$ cat src/common/tmu_pkg.sv
// --------------------------------------
// shared widths, csr register indices and
// the run/flush sequencer state type
// --------------------------------------

package tmu_pkg;

	// RGB565 pixel layout
	localparam int color_width = 16;
	localparam int red_width = 5;
	localparam int green_width = 6;
	localparam int blue_width = 5;

	localparam int brightness_width = 6; // brightness 0..63, 63 leaves colors unchanged

	// one FML write word carries four pixels
	localparam int lanes_per_word = 4;
	localparam int fml_word_width = 64;
	localparam int fml_sel_width = 8;

	// csr word indices (byte offsets 00, 0C and 10)
	localparam int reg_ctrl = 0;
	localparam int reg_brightness = 3;
	localparam int reg_chroma_key = 4;

	localparam int ctrl_start_bit = 0;
	localparam int ctrl_chroma_en_bit = 1;

	typedef enum logic [1:0] {
		idle,
		wait_process,
		flush,
		wait_flush
	} run_state_t;

endpackage

$ cat src/burst/tmu_burst.sv
// --------------------------------------
// burst assembler and single-beat FML
// write master
// --------------------------------------
`timescale 1ns/1ps

module tmu_burst #(
	parameter int fml_depth = 26
) (
	input  logic sys_clk,
	input  logic sys_rst,

	input  logic flush_i,
	output logic busy_o,

	input  logic pipe_stb_i,
	output logic pipe_ack_o,
	input  logic [tmu_pkg::color_width-1:0] color_i,
	input  logic [fml_depth-2:0] dadr_i,
	input  logic keep_i,

	output logic [fml_depth-1:0] fmlw_adr_o,
	output logic fmlw_stb_o,
	output logic [tmu_pkg::fml_sel_width-1:0] fmlw_sel_o,
	output logic [tmu_pkg::fml_word_width-1:0] fmlw_do_o,
	input  logic fmlw_ack_i
);

	localparam int lane_bits = $clog2(tmu_pkg::lanes_per_word);
	localparam int byte_bits = $clog2(tmu_pkg::fml_sel_width);
	localparam int word_bits = fml_depth - 1 - lane_bits;
	localparam int sel_per_lane = tmu_pkg::fml_sel_width / tmu_pkg::lanes_per_word;

	logic [word_bits-1:0] in_word;
	logic [lane_bits-1:0] lane_pos;

	// open word being assembled
	logic [word_bits-1:0] open_adr;
	logic [tmu_pkg::fml_sel_width-1:0] open_sel;
	logic [tmu_pkg::fml_word_width-1:0] open_data;

	// write stage, drives the FML bus directly
	logic w_stb;
	logic [word_bits-1:0] w_adr;
	logic [tmu_pkg::fml_sel_width-1:0] w_sel;
	logic [tmu_pkg::fml_word_width-1:0] w_data;

	logic new_word;
	logic need_write;
	logic w_free;
	logic accept;
	logic flush_load;
	logic w_load;
	logic [tmu_pkg::fml_sel_width-1:0] pix_sel;
	logic [tmu_pkg::fml_sel_width-1:0] next_sel;
	logic [tmu_pkg::fml_word_width-1:0] next_data;

	assign in_word = dadr_i[fml_depth-2:lane_bits];
	// lane 0 sits in the top 16 bits of the word
	assign lane_pos = lane_bits'(tmu_pkg::lanes_per_word - 1) - dadr_i[lane_bits-1:0];

	assign new_word = (in_word != open_adr);
	assign need_write = new_word && (open_sel != '0); // an empty word is simply dropped
	assign w_free = !w_stb || fmlw_ack_i;

	assign pipe_ack_o = !flush_i && (!need_write || w_free);
	assign accept = pipe_stb_i && pipe_ack_o;

	// the sequencer only flushes once the write stage has drained
	assign flush_load = flush_i && (open_sel != '0);
	assign w_load = (accept && need_write) || flush_load;

	always_comb begin
		pix_sel = '0;
		next_data = open_data;
		if (keep_i) begin
			pix_sel[lane_pos*sel_per_lane +: sel_per_lane] = '1;
			next_data[lane_pos*tmu_pkg::color_width +: tmu_pkg::color_width] = color_i;
		end
		next_sel = (new_word ? '0 : open_sel) | pix_sel; // a keyed pixel still opens its word
	end

	always_ff @(posedge sys_clk) begin
		if (sys_rst) begin
			open_sel <= '0;
			w_stb <= 1'b0;
		end else begin
			if (accept)
				open_sel <= next_sel;
			else if (flush_load)
				open_sel <= '0;

			if (w_load)
				w_stb <= 1'b1;
			else if (fmlw_ack_i)
				w_stb <= 1'b0;
		end
	end

	always_ff @(posedge sys_clk) begin
		if (accept) begin
			open_adr <= in_word;
			open_data <= next_data;
		end
		if (w_load) begin
			w_adr <= open_adr;
			w_sel <= open_sel;
			w_data <= open_data;
		end
	end

	assign fmlw_stb_o = w_stb;
	assign fmlw_adr_o = {w_adr, {byte_bits{1'b0}}};
	assign fmlw_sel_o = w_sel;
	assign fmlw_do_o = w_data;

	assign busy_o = w_stb; // a partly filled open word waits for the flush

	a_sel_nonzero: assert property (@(posedge sys_clk) disable iff (sys_rst)
		fmlw_stb_o |-> fmlw_sel_o != '0);

endmodule

$ cat src/source/tmu_ctlif.sv
// --------------------------------------
// csr register decode, start pulse, run
// and flush sequencer, completion interrupt
// --------------------------------------
`timescale 1ns/1ps

module tmu_ctlif #(
	parameter logic [3:0] csr_addr = 4'h0
) (
	input  logic sys_clk,
	input  logic sys_rst,

	input  logic [13:0] csr_a_i,
	input  logic csr_we_i,
	input  logic [31:0] csr_di_i,
	output logic [31:0] csr_do_o,

	output logic irq_o,

	output logic run_o,
	output logic [tmu_pkg::brightness_width-1:0] brightness_o,
	output logic chroma_key_en_o,
	output logic [tmu_pkg::color_width-1:0] chroma_key_o,
	output logic flush_o,

	input  logic last_seen_i,
	input  logic decay_busy_i,
	input  logic burst_busy_i
);

	tmu_pkg::run_state_t state;
	tmu_pkg::run_state_t state_next;

	logic csr_selected;
	logic start;
	logic run_q;

	assign csr_selected = (csr_a_i[13:10] == csr_addr);
	assign start = csr_selected && csr_we_i
		&& (csr_a_i[9:0] == 10'(tmu_pkg::reg_ctrl))
		&& csr_di_i[tmu_pkg::ctrl_start_bit];

	always_ff @(posedge sys_clk) begin
		if (sys_rst) begin
			brightness_o <= '1; // full brightness out of reset
			chroma_key_en_o <= 1'b0;
			chroma_key_o <= '0;
		end else if (csr_selected && csr_we_i) begin
			case (csr_a_i[9:0])
				10'(tmu_pkg::reg_ctrl): chroma_key_en_o <= csr_di_i[tmu_pkg::ctrl_chroma_en_bit];
				10'(tmu_pkg::reg_brightness): brightness_o <= csr_di_i[tmu_pkg::brightness_width-1:0];
				10'(tmu_pkg::reg_chroma_key): chroma_key_o <= csr_di_i[tmu_pkg::color_width-1:0];
				default: ;
			endcase
		end
	end

	// readback lags the address by one cycle
	always_ff @(posedge sys_clk) begin
		if (sys_rst) begin
			csr_do_o <= '0;
		end else begin
			csr_do_o <= '0;
			if (csr_selected) begin
				case (csr_a_i[9:0])
					10'(tmu_pkg::reg_ctrl): begin
						csr_do_o[tmu_pkg::ctrl_start_bit] <= (state != tmu_pkg::idle);
						csr_do_o[tmu_pkg::ctrl_chroma_en_bit] <= chroma_key_en_o;
					end
					10'(tmu_pkg::reg_brightness): csr_do_o[tmu_pkg::brightness_width-1:0] <= brightness_o;
					10'(tmu_pkg::reg_chroma_key): csr_do_o[tmu_pkg::color_width-1:0] <= chroma_key_o;
					default: ;
				endcase
			end
		end
	end

	// run stays open until decay takes the pixel marked last
	always_ff @(posedge sys_clk) begin
		if (sys_rst) begin
			run_q <= 1'b0;
		end else if (start && state == tmu_pkg::idle) begin
			run_q <= 1'b1;
		end else if (last_seen_i) begin
			run_q <= 1'b0;
		end
	end

	assign run_o = run_q;

	always_ff @(posedge sys_clk) begin
		if (sys_rst) begin
			state <= tmu_pkg::idle;
			irq_o <= 1'b0;
		end else begin
			state <= state_next;
			irq_o <= (state == tmu_pkg::wait_flush) && !burst_busy_i;
		end
	end

	always_comb begin
		state_next = state;
		flush_o = 1'b0;
		case (state)
			tmu_pkg::idle: if (start) state_next = tmu_pkg::wait_process;
			tmu_pkg::wait_process: begin
				// last pixel taken and nothing left in decay or the write stage
				if (!run_q && !decay_busy_i && !burst_busy_i)
					state_next = tmu_pkg::flush;
			end
			tmu_pkg::flush: begin
				flush_o = 1'b1;
				state_next = tmu_pkg::wait_flush;
			end
			tmu_pkg::wait_flush: if (!burst_busy_i) state_next = tmu_pkg::idle;
			default: state_next = tmu_pkg::idle;
		endcase
	end

	a_flush_single: assert property (@(posedge sys_clk) disable iff (sys_rst)
		flush_o |=> !flush_o);

	a_irq_on_done: assert property (@(posedge sys_clk) disable iff (sys_rst)
		irq_o |-> (state == tmu_pkg::idle && $past(state) == tmu_pkg::wait_flush));

endmodule

$ cat src/source/tmu_decay.sv
// --------------------------------------
// brightness scaling and chroma-key stage
// --------------------------------------
`timescale 1ns/1ps

module tmu_decay #(
	parameter int fml_depth = 26
) (
	input  logic sys_clk,
	input  logic sys_rst,

	input  logic run_i,
	input  logic [tmu_pkg::brightness_width-1:0] brightness_i,
	input  logic chroma_key_en_i,
	input  logic [tmu_pkg::color_width-1:0] chroma_key_i,

	input  logic pipe_stb_i,
	output logic pipe_ack_o,
	input  logic [tmu_pkg::color_width-1:0] color_i,
	input  logic [fml_depth-2:0] dadr_i,
	input  logic last_i,

	output logic pipe_stb_o,
	input  logic pipe_ack_i,
	output logic [tmu_pkg::color_width-1:0] color_o,
	output logic [fml_depth-2:0] dadr_o,
	output logic keep_o,

	output logic last_seen_o,
	output logic busy_o
);

	// channel * (brightness + 1) / 64, truncated
	function automatic logic [tmu_pkg::green_width-1:0] scale_channel(
		input logic [tmu_pkg::green_width-1:0] chan,
		input logic [tmu_pkg::brightness_width:0] factor
	);
		logic [tmu_pkg::green_width+tmu_pkg::brightness_width:0] product;
		product = chan * factor;
		return product[tmu_pkg::brightness_width +: tmu_pkg::green_width];
	endfunction

	logic [tmu_pkg::brightness_width:0] factor;
	logic [tmu_pkg::green_width-1:0] r_full, g_full, b_full;
	logic [tmu_pkg::color_width-1:0] scaled;
	logic accept;

	assign factor = {1'b0, brightness_i} + 1'b1;

	assign r_full = scale_channel({1'b0, color_i[tmu_pkg::color_width-1 -: tmu_pkg::red_width]}, factor);
	assign g_full = scale_channel(color_i[tmu_pkg::blue_width +: tmu_pkg::green_width], factor);
	assign b_full = scale_channel({1'b0, color_i[tmu_pkg::blue_width-1:0]}, factor);
	assign scaled = {r_full[tmu_pkg::red_width-1:0], g_full, b_full[tmu_pkg::blue_width-1:0]};

	assign pipe_ack_o = run_i && (!pipe_stb_o || pipe_ack_i);
	assign accept = pipe_stb_i && pipe_ack_o;
	assign last_seen_o = accept && last_i;
	assign busy_o = pipe_stb_o;

	always_ff @(posedge sys_clk) begin
		if (sys_rst)
			pipe_stb_o <= 1'b0;
		else if (accept)
			pipe_stb_o <= 1'b1;
		else if (pipe_ack_i)
			pipe_stb_o <= 1'b0;
	end

	always_ff @(posedge sys_clk) begin
		if (accept) begin
			color_o <= scaled;
			dadr_o <= dadr_i;
			keep_o <= !(chroma_key_en_i && color_i == chroma_key_i); // key compare uses the raw color
		end
	end

	a_out_hold: assert property (@(posedge sys_clk) disable iff (sys_rst)
		pipe_stb_o && !pipe_ack_i |=> pipe_stb_o && $stable({color_o, dadr_o, keep_o}));

endmodule

$ cat src/source/tmu_pixel.sv
// --------------------------------------
// pixel back end: control, decay, burst
// --------------------------------------
`timescale 1ns/1ps

module tmu_pixel #(
	parameter int fml_depth = 26,
	parameter logic [3:0] csr_addr = 4'h0
) (
	input  logic sys_clk,
	input  logic sys_rst,

	input  logic [13:0] csr_a_i,
	input  logic csr_we_i,
	input  logic [31:0] csr_di_i,
	output logic [31:0] csr_do_o,

	output logic irq_o,

	input  logic pipe_stb_i,
	output logic pipe_ack_o,
	input  logic [tmu_pkg::color_width-1:0] color_i,
	input  logic [fml_depth-2:0] dadr_i,
	input  logic last_i,

	output logic [fml_depth-1:0] fmlw_adr_o,
	output logic fmlw_stb_o,
	output logic [tmu_pkg::fml_sel_width-1:0] fmlw_sel_o,
	output logic [tmu_pkg::fml_word_width-1:0] fmlw_do_o,
	input  logic fmlw_ack_i
);

	logic run;
	logic [tmu_pkg::brightness_width-1:0] brightness;
	logic chroma_key_en;
	logic [tmu_pkg::color_width-1:0] chroma_key;
	logic flush;
	logic last_seen;
	logic decay_busy;
	logic burst_busy;

	// decay to burst handshake
	logic decay_stb;
	logic decay_ack;
	logic [tmu_pkg::color_width-1:0] decay_color;
	logic [fml_depth-2:0] decay_dadr;
	logic decay_keep;

	tmu_ctlif #(
		.csr_addr(csr_addr)
	) tmu_ctlif_i (
		.sys_clk(sys_clk),
		.sys_rst(sys_rst),
		.csr_a_i(csr_a_i),
		.csr_we_i(csr_we_i),
		.csr_di_i(csr_di_i),
		.csr_do_o(csr_do_o),
		.irq_o(irq_o),
		.run_o(run),
		.brightness_o(brightness),
		.chroma_key_en_o(chroma_key_en),
		.chroma_key_o(chroma_key),
		.flush_o(flush),
		.last_seen_i(last_seen),
		.decay_busy_i(decay_busy),
		.burst_busy_i(burst_busy)
	);

	tmu_decay #(
		.fml_depth(fml_depth)
	) tmu_decay_i (
		.sys_clk(sys_clk),
		.sys_rst(sys_rst),
		.run_i(run),
		.brightness_i(brightness),
		.chroma_key_en_i(chroma_key_en),
		.chroma_key_i(chroma_key),
		.pipe_stb_i(pipe_stb_i),
		.pipe_ack_o(pipe_ack_o),
		.color_i(color_i),
		.dadr_i(dadr_i),
		.last_i(last_i),
		.pipe_stb_o(decay_stb),
		.pipe_ack_i(decay_ack),
		.color_o(decay_color),
		.dadr_o(decay_dadr),
		.keep_o(decay_keep),
		.last_seen_o(last_seen),
		.busy_o(decay_busy)
	);

	tmu_burst #(
		.fml_depth(fml_depth)
	) tmu_burst_i (
		.sys_clk(sys_clk),
		.sys_rst(sys_rst),
		.flush_i(flush),
		.busy_o(burst_busy),
		.pipe_stb_i(decay_stb),
		.pipe_ack_o(decay_ack),
		.color_i(decay_color),
		.dadr_i(decay_dadr),
		.keep_i(decay_keep),
		.fmlw_adr_o(fmlw_adr_o),
		.fmlw_stb_o(fmlw_stb_o),
		.fmlw_sel_o(fmlw_sel_o),
		.fmlw_do_o(fmlw_do_o),
		.fmlw_ack_i(fmlw_ack_i)
	);

endmodule

$ cat config.mk
export PLATFORM = sky130hd
export DESIGN_NAME = tmu_pixel
export DESIGN_NICKNAME = d
export VERILOG_FILES = /design/src/common/tmu_pkg.sv /design/src/burst/tmu_burst.sv /design/src/source/tmu_ctlif.sv /design/src/source/tmu_decay.sv /design/src/source/tmu_pixel.sv
export SDC_FILE = /design/constraint.sdc
export NUM_CORES = 1
export LEC_CHECK = 0
export BUFFER_PORTS_ARGS = -buffer_cell sky130_fd_sc_hd__buf_2
export CORE_MARGIN = 2
export CORE_UTILIZATION = 35
export DETAILED_ROUTE_END_ITERATION = 6
export GPL_TIMING_DRIVEN = 0
export HOLD_SLACK_MARGIN = 0.05
export PLACE_DENSITY = 0.62
export SYNTH_ARGS = -nofsm -noshare
export SYNTH_HDL_FRONTEND = slang
export SYNTH_SLANG_ARGS = --single-unit
$ cat constraint.sdc
create_clock -name sys_clk -period 5.95 [get_ports sys_clk]
set_clock_uncertainty 0.15 [all_clocks]
set_input_delay 0.2975 -clock sys_clk [delete_from_list [all_inputs] [get_ports sys_clk]]
set_output_delay 0.2975 -clock sys_clk [all_outputs]
set_load 0.02 [all_outputs]
Word-level counts from Yosys, hierarchy flattened
Cells that the tools add are included.
W data, S select, Z words.
- register bits after elaboration: 293
- input bits: 93
- output and inout port bits: 133
- $add $sub $neg: 4
- multiply operators: 3
- equality and inequality tests: 10
- shift operators: 4
- mux-type cells: 18
- bitwise gates (word level): 4
- reductions and logical operators: 42
- operator list (operator ; count):
    $bwmux W64 ; 1
    $shift A16 B34 Y64 const A ; 1
    $shiftx A16 B34 Y64 ; 1
    $neg A3 Y34 ; 1
    $neg A6 Y34 ; 1
    $shift A2 B34 Y8 const A ; 1
    $shiftx A2 B34 Y8 const A ; 1
    $mux W8 ; 4
    $ne A23 B23 Y1 ; 1
    $mul A5 B7 Y11 ; 2
    $eq A16 B16 Y1 ; 1
    $logic_and A1 B1 Y1 ; 16
    $mul A6 B7 Y12 ; 1
    $eq A10 B2 Y1 const B ; 1
    $eq A10 B3 Y1 const B ; 1
    $logic_not A10 Y1 ; 1
    $reduce_bool A2 Y1 ; 5
    $and A8 B8 Y8 ; 1
    $or A8 B8 Y8 ; 1
    $pmux W2 S4 ; 1
    $pmux W4 S2 ; 1
    $reduce_and A2 Y1 ; 4
    $reduce_bool A8 Y1 ; 1
    $add A6 B1 Y7 const B ; 1
    16 further kinds ; 35

Logic depth before layout (Yosys ltp)
Gate-level depths: netlist of run 1.
- depth in word-level cells: 11
- mapped depth: 17
- gate-level depth less buffers: 15

Modules after synthesis
From an unflattened synthesis of run 1, not the netlist that was laid out.
- cell total of the unflattened synthesis: 969
- area, all modules: 13072.5 µm²
- by module, submodules not included (module ; instances ; cells each ; area each (µm²) ; sequential area each (µm²)):
    tmu_burst ; 1 ; 359 ; 6693.9 ; 5645.4
    tmu_decay ; 1 ; 414 ; 4540.6 ; 1281.2
    tmu_ctlif ; 1 ; 196 ; 1838.0 ; 860.8

Least setup slack after synthesis of run 1
No wires, ideal clock.
- path type: register -> register
- start point: register tmu_ctlif_i.brightness_o[0] (netlist name)
- end point: register tmu_decay_i.color_o[10] (netlist name) (data pin)
- library setup time: 0.260 ns
- data arrival time: 4.322 ns
- data required time: 5.540 ns
- slack: 1.218 ns
- stages on the path, launching flop included: 18
- clock period less this slack: 4.732 ns
- cells stage by stage: dfxtp_1 -> ha_1 -> and3_1 -> buf_4 -> xnor2_1 -> clkbuf_1 -> nor2b_1 -> fa_1 -> inv_1 -> fa_1 -> fa_1 -> inv_1 -> ha_1 -> nand4_1 -> o31a_1 -> o21ai_1 -> a31oi_1 -> xnor2_1
- longest elaborated chain between the ends: 2
- ends and longest elaborated chain (item ; line ; source):
    start: declaration ; tmu_ctlif.sv:21 ; output logic [tmu_pkg::brightness_width-1:0] brightness_o,
    start signal: assignment ; tmu_ctlif.sv:51 ; 10'(tmu_pkg::reg_brightness): brightness_o <= csr_di_i[tmu_pkg::brightness_width-1:0];
    $add A6 B1 Y7 ; tmu_decay.sv:48 ; assign factor = {1'b0, brightness_i} + 1'b1;
    $mul A6 B7 Y12 ; tmu_decay.sv:39 ; product = chan * factor;
    via tmu_decay_i.g_full, one bit ; tmu_decay.sv:44 ; logic [tmu_pkg::green_width-1:0] r_full, g_full, b_full;
    end signal: assignment ; tmu_decay.sv:71 ; color_o <= scaled;
    end: declaration ; tmu_decay.sv:25 ; output logic [tmu_pkg::color_width-1:0] color_o,
The timed path passes the listed nets, and every way through them passes these cells.
A chain may end at the register's enable or synchronous reset.

Worst setup path in the final report of run 1
Same ends and word-level chain as after synthesis.

==> impl_results.md, run 1 <==
* Per-cell routed wire length at between 15 and 20 um
* Grt ovf at 0
* Final antenna-violating net count at 0
* Post-Place Cells at 1,658
* # rows at 70
* Mapped Avg Cell Area at 13.3 um2
* GRT Overall Usage at 14.7%
* DRC at 0
* Area delta synth->final at 25.9%
* Power per cell area at 260 mW/mm2
* Register area share after synthesis at between 50% and 60%
* Mapped Cells at 975
* DRT Pass-1 Iters at 4
* Ports at 226
* CTS Sinks at 277
* Synth area leaders: edfxtp_1 (52%), dfxtp_1 (8.2%), fa_1 (6.9%)
* Max Cap Viol at 0
* Critical path capture point type: flop
* Worst-path clk slew at 0.06 ns
* Setup TNS Final at 0 ns
* Synth warn at 0
* Fmax at 0.180 GHz
* Worst EP arrival at 5.72 ns
* Post-Syn Area at 0.0130 mm2
* Status: finished clean
* Vias in the first global route at 8,187
* CTS tree: built
* Clock latency on the worst-skew pair at 0.57 ns
* Post-synth cell types at 55
* Die height at between 150 and 200 um
* H-tree depth at 1
* RePlAce Congestion at 0.818
* N_diodes at 0
* Cell leakage power at 6.51 nW
* Clock root buffer: clkbuf_16
* Final instance count without filler cells at 1,762
* Worst Setup Path Type: flop to flop
* Post-route cell area at 0.0164 mm2
* Filler cell count at between 3,000 and 4,000
* Area post-placement at 0.0148 mm2
* # resized after CTS at 0
* Total setup buffers inserted after CTS at 0
* Final #Nets at about 1,500
* Final Cycle Share at 93.4%
* Post-synth EDFFs at 224
* Critical path startpoint category: flop
* Post-DP HPWL at 20.9 mm
* # setup viols final at 0
* Worst slew pin tran at about 1.1 ns
* Slew Limit Fails at 0
* Layout cells sized above 1 at 22.3%
* Area leader, netlist: edfxtp_1
* CP Data Required Time at 6.12 ns
* Peak VDD IR at around 240 uV
* Tightest Hold Check Type: primary input to flop
* Minimum clock period at between 5 and 6 ns
* Post-CTS Hold Fix Bufs at 48
* RSZ-0062 raised after global routing: false
* CTS Buf Count at 30
* PortBufs at between 150 and 200
* Average via count per standard cell at approximately 4.6
* Synth Register Bits at between 200 and 300
* First-pass GRT wire length at 44.8 mm
* Antenna violations before repair at 0
* Crit path max fanout at 10
* Maximum root-to-sink buffer count at 3
* Core Footprint at about 0.037 mm2
* Relative slew slack at 24.3%
* Final wirelength at 28.4 mm
* Ys flop type: edfxtp_1
* Die Footprint at 0.0387 mm2
* Iter 0 DRT Violations at roughly 380
* Yosys top cell area share at 51.7%
* Via count at 8,020
* Initial core utilization at 35.5%
* Largest net degree at the start of global routing at 70
* Final Hold Fails at 0
* Die X at 197 um
* FFs w/ async S/R, synth at 0%
==> state kept, by name, summed over array words and instances (netlist names) <==
| signal | count |
|---|---|
| tmu_burst_i.open_adr | 23 |
| tmu_decay_i.color_o | 16 |
| tmu_ctlif_i.brightness_o | 6 |
| tmu_ctlif_i.chroma_key_o | 16 |
| tmu_ctlif_i.state | 2 |
| tmu_ctlif_i.chroma_key_en_o | 1 |
| tmu_burst_i.w_adr | 23 |
| tmu_burst_i.fmlw_do_o | 64 |
| tmu_burst_i.fmlw_sel_o | 8 |
| tmu_ctlif_i.run_o | 1 |
| tmu_decay_i.busy_o | 1 |
| tmu_burst_i.open_data | 64 |
| tmu_decay_i.dadr_o | 25 |
| tmu_burst_i.busy_o | 1 |
| tmu_ctlif_i.csr_do_o | 16 |
| tmu_decay_i.keep_o | 1 |
| tmu_ctlif_i.irq_o | 1 |
| tmu_burst_i.open_sel | 8 |
==> layout make-up <==
type / count / area (um2) / share of cell area (%)
clock inverters: 20 / 292 / 1.78
repair buffers: 245 / 1550 / 9.45
flip-flops and latches: 277 / 7790 / 47.5
clock buffers: 36 / 826 / 5.04
plain buffers: 45 / 255 / 1.56
inverters: 71 / 267 / 1.63
well taps: 468 / 586 / 3.58
multi-input cells: 600 / 4820 / 29.4
==> final timing paths <==
path	startpoint	end	slack (ns)	depth (start not counted)
max	tmu_ctlif_i.brightness_o[0]$_SDFFE_PP1P_	tmu_decay_i.color_o[10]$_DFFE_PP_	0.40	17
min	csr_a_i[6]	tmu_ctlif_i.chroma_key_en_o$_SDFFE_PP0P_	0.11	5
max reg2reg	tmu_ctlif_i.brightness_o[0]$_SDFFE_PP1P_	tmu_decay_i.color_o[10]$_DFFE_PP_	0.40	17
min reg2reg	tmu_burst_i.open_data[31]$_DFFE_PP_	tmu_burst_i.fmlw_do_o[31]$_DFFE_PP_	0.25	0
==> per-stage QoR <==
stage | power (W) | setup slack (ns) | util, % | hold WS (ns)
final | 0.00427 | 0.396 | 44.7 | 0.109
after global routing | 0.00440 | 0.0468 | 44.7 | 0.126
after CTS | 0.00432 | 0.359 | 44.7 | 0.0680
after floorplan | 0.00219 | 1.22 | - | 0.246
after detailed placement | 0.00225 | 0.402 | 40.4 | 0.255
after global placement | 0.00224 | 0.206 | 39.9 | 0.251
==> Yosys cell counts (all sizes together) (23+ instances only) <==
master,number
edfxtp,224
and2,111
inv,71
ha,61
xnor2,55
dfxtp,53
nand2,53
fa,45
nor2b,35
a21oi,27
buf,25
o21ai,24
nor2,23
==> routing by layer <==
layer  vias up  routed length (um)  track usage, %
li1       3956                   -               -
met1      3818               12900            19.8
met2       209               13500            24.6
met3        37                1390            2.50
met4         0                 614            3.87
met5         -                   0               0
==> cells by family after synthesis <==
family / count (synthesis) / synth area share, %
xor gates and xnor gates: 63 / 4.35
other: 1 / 0.0288
muxes: 8 / 0.615
adders and majority gates: 106 / 12.8
DFF: 277 / 59.8
and+or+nand+nor: 310 / 13.8
AOI/OAI and AO/OA: 94 / 4.55
buffers and inverters: 116 / 4.01
==> power by group <==
| group | switching, W | total [W] | internal [W] |
|---|---|---|---|
| Clock | 0.000778 | 0.00204 | 0.00126 |
| Sequential | 0.00000246 | 0.00207 | 0.00207 |
| Combinational | 0.0000785 | 0.000156 | 0.0000775 |
==> layout by cell type, fill, tap and decap left out, drive strengths merged, types with 2 or more instances in the layout <==
cell type,count
conb,19
o41ai,2
or2,2
nand3,14
dfxtp,53
and4,2
buf,222
bufinv,6
clkbuf,56
inv,72
mux2i,8
nor3b,8
o211ai,3
nand4,15
dlygate4sd3,48
fa,45
o2bb2ai,2
clkinv,9
a22oi,4
ha,61
nor3,7
clkinvlp,4
xnor2,55
a31oi,3
nand2b,13
o21bai,3
nor2b,35
edfxtp,224
and3,16
a211oi,2
xor2,7
o21a,5
nand2,53
a21oi,27
a21o,4
nor4,7
o22ai,10
o21ai,24
and2,111
nor2,23
==> critical path: stages, from the launching register on <==
cell and delay [ns]:
dfxtp_1 0.39, ha_1 0.25, and3_1 0.18, buf_4 0.15, xnor2_1 0.55, clkbuf_1 0.50
nor2b_1 0.13, fa_1 0.53, inv_1 0.05, fa_1 0.48, fa_1 0.57, inv_1 0.04
ha_1 0.28, nand4_1 0.08, o31a_1 0.39, o21ai_1 0.28, a31oi_1 0.14, xnor2_1 0.14
Power figures use the tool's default switching activity.
==> inputs of run 2 (changes only) <==
--- a/config.mk
+++ b/config.mk
@@ -12,6 +12,7 @@
 export GPL_TIMING_DRIVEN = 0
 export HOLD_SLACK_MARGIN = 0.05
 export PLACE_DENSITY = 0.62
+export REMOVE_ABC_BUFFERS = 1
 export SYNTH_ARGS = -nofsm -noshare
 export SYNTH_HDL_FRONTEND = slang
 export SYNTH_SLANG_ARGS = --single-unit
==> impl_results.md, run 2 (synthesized netlist as in run 1, its figures left out) <==
* Worst Setup Path Type: flop to flop
* Die X at 197 um
* GRT Overall Usage at 13.9%
* M1 GR Usage at between 10% and 20%
* Maximum root-to-sink buffer count at 3
* Place WS at -0.0657 ns
* Post-DP HPWL at 19.2 mm
* Average via count per standard cell at 4.57
* Cell leakage power at 6.37 nW
* Relative slew slack at 28.4%
* CTS tree: built
* Largest net degree at the start of global routing at between 60 and 70
* Die Footprint at 0.0387 mm2
* # setup viols final at 0
* H-tree depth at 1
* Final wirelength at 26.6 mm
* Final Hold Fails at 0
* Final Cycle Share at 92.4%
* Met3 Use GR at around 2.2%
* Critical path capture point type: flop
* Worst EP arrival at roughly 5.6 ns
* PortBufs at 190
* Power per cell area at 256 mW/mm2
* Reg2Reg Depth at 15
* Final WS setup at 0.450 ns
* Worst-path clk slew at roughly 0.060 ns
* R2R Path End: tmu_decay_i.color_o[10]$_DFFE_PP_
* Per-cell routed wire length at 15.4 um
* RePlAce Congestion at 0.796
* Layout cells sized above 1 at a little over a fifth
* DRT Pass-1 Iters at 4
* Post-route cell area at 0.0161 mm2
* Most frequent cells in the layout: edfxtp_1 (224), buf_2 (190), and2_1 (111)
* Grt peak-use layer: met2
* Hold Path Stages at 5
* Filler cell count at around 3,400
* Most common cell after layout, fill and taps aside: edfxtp_1
* DRC at 0
* Max Cap Viol at 0
* CTS Buf Count at 30
* Antenna violations before repair at 0
* Worst R2R Setup Slack at about 0.45 ns
* Worst slew pin tran at 1.07 ns
* Clock latency on the worst-skew pair at between 0.5 and 0.6 ns
* CP Data Required Time at 6.09 ns
* Fmax at 0.182 GHz
* Core Footprint at 0.0366 mm2
* Ports at 226
* Die height at 197 um
* Crit path max fanout at 17
* Critical path startpoint category: flop
* Final antenna-violating net count at 0
* Final #Nets at roughly 1,400
* Area delta synth->final at 24.1%
* Status: finished clean
* Via count at 7,869
* RSZ-0062 raised after global routing: false
* First-pass GRT wire length at ~43 mm
* Vias in the first global route at 8,025
* Area post-placement at approximately 0.015 mm2
* Reg-to-Reg Start: tmu_ctlif_i.brightness_o[0]$_SDFFE_PP1P_
* M2 GR Usage at 22.0%
* Grt ovf at 0
* Iter 0 DRT Violations at 279
* WHS Endpoint: tmu_ctlif_i.chroma_key_en_o$_SDFFE_PP0P_
* # rows at 70
* Tightest Hold Check Type: primary input to flop
* Initial core utilization at 35.5%
* N_diodes at 0
* Peak VDD IR at 175 uV
* Clock root buffer: clkbuf_16
* Min-delay src: csr_a_i[6]
* Slew Limit Fails at 0
* CTS Sinks at 277
* Minimum clock period at 5.50 ns
## run 2: power breakdown
| group | internal (W) | switching, W | leakage (nW) | total, W |
|---|---|---|---|---|
| logic | 0.0000687 | 0.0000764 | 3.42 | 0.000145 |
| clock network | 0.00115 | 0.000763 | 0.491 | 0.00192 |
| registers | 0.00207 | 0.00000249 | 2.46 | 0.00207 |
## run 2: through the flow
| stage | instances | total power [W] | setup TNS [ns] | hold slack [ns] | util, % |
|---|---|---|---|---|---|
| after global routing | 1723 | 0.00428 | 0 | 0.142 | 44.1 |
| final | 1723 | 0.00413 | 0 | 0.0944 | 44.1 |
| after global placement | 1606 | 0.00223 | -0.00582 | 0.251 | 39.2 |
| after floorplan | 948 | 0.00218 | 0 | 0.217 | - |
| after detailed placement | 1617 | 0.00224 | -0.112 | 0.255 | 39.8 |
| after CTS | 1723 | 0.00419 | 0 | 0.0539 | 44.1 |
## run 2: worst max-delay path by stage
stage	startpoint	to	cells after the start
after detailed placement	tmu_ctlif_i.brightness_o[0]$_SDFFE_PP1P_	tmu_decay_i.color_o[10]$_DFFE_PP_	15
after floorplan	tmu_ctlif_i.brightness_o[0]$_SDFFE_PP1P_	tmu_decay_i.color_o[4]$_DFFE_PP_	14
after global routing	tmu_ctlif_i.brightness_o[0]$_SDFFE_PP1P_	tmu_decay_i.color_o[10]$_DFFE_PP_	15
after global placement	tmu_ctlif_i.brightness_o[0]$_SDFFE_PP1P_	tmu_decay_i.color_o[10]$_DFFE_PP_	15
final	tmu_ctlif_i.brightness_o[0]$_SDFFE_PP1P_	tmu_decay_i.color_o[10]$_DFFE_PP_	15
after CTS	tmu_ctlif_i.brightness_o[0]$_SDFFE_PP1P_	tmu_decay_i.color_o[10]$_DFFE_PP_	15
## run 2: layer usage
layer / wire, um / share of wire, %
met2: 11800 / 44
met5: 0 / 0
met3: 1280 / 4.8
met4: 517 / 1.9
met1: 13000 / 49
## run 2: repair_timing
| action | 4_1_cts | 5_1_grt |
|---|---|---|
| endpoints found under the setup margin | 4 | 0 |
| resized for setup | 1 | 0 |
| buffers inserted | 0 | 0 |
| hold buffers | 51 | 0 |
| hold endpoints to repair | 56 | 0 |
## run 2: critical path, stage by stage (launching register included)
cell	delay [ns]
dfxtp_1	0.50
ha_1	0.32
and3_1	0.39
xnor2_2	0.73
nor2b_1	0.15
fa_1	0.54
inv_1	0.05
fa_1	0.47
fa_1	0.55
inv_1	0.04
ha_1	0.28
nand4_1	0.08
o31a_1	0.38
o21ai_1	0.29
a31oi_1	0.15
xnor2_1	0.15
## run 2: cell type report
type / instances / area, um2 / area share, %
Clock inverter: 21 / 270 / 1.67
Multi-Input combinational cell: 600 / 4860 / 30.1
Tap cell: 468 / 586 / 3.63
Timing Repair Buffer: 252 / 1620 / 10.0
Sequential cell: 277 / 7790 / 48.2
Clock buffer: 34 / 766 / 4.74
Inverter: 71 / 267 / 1.65
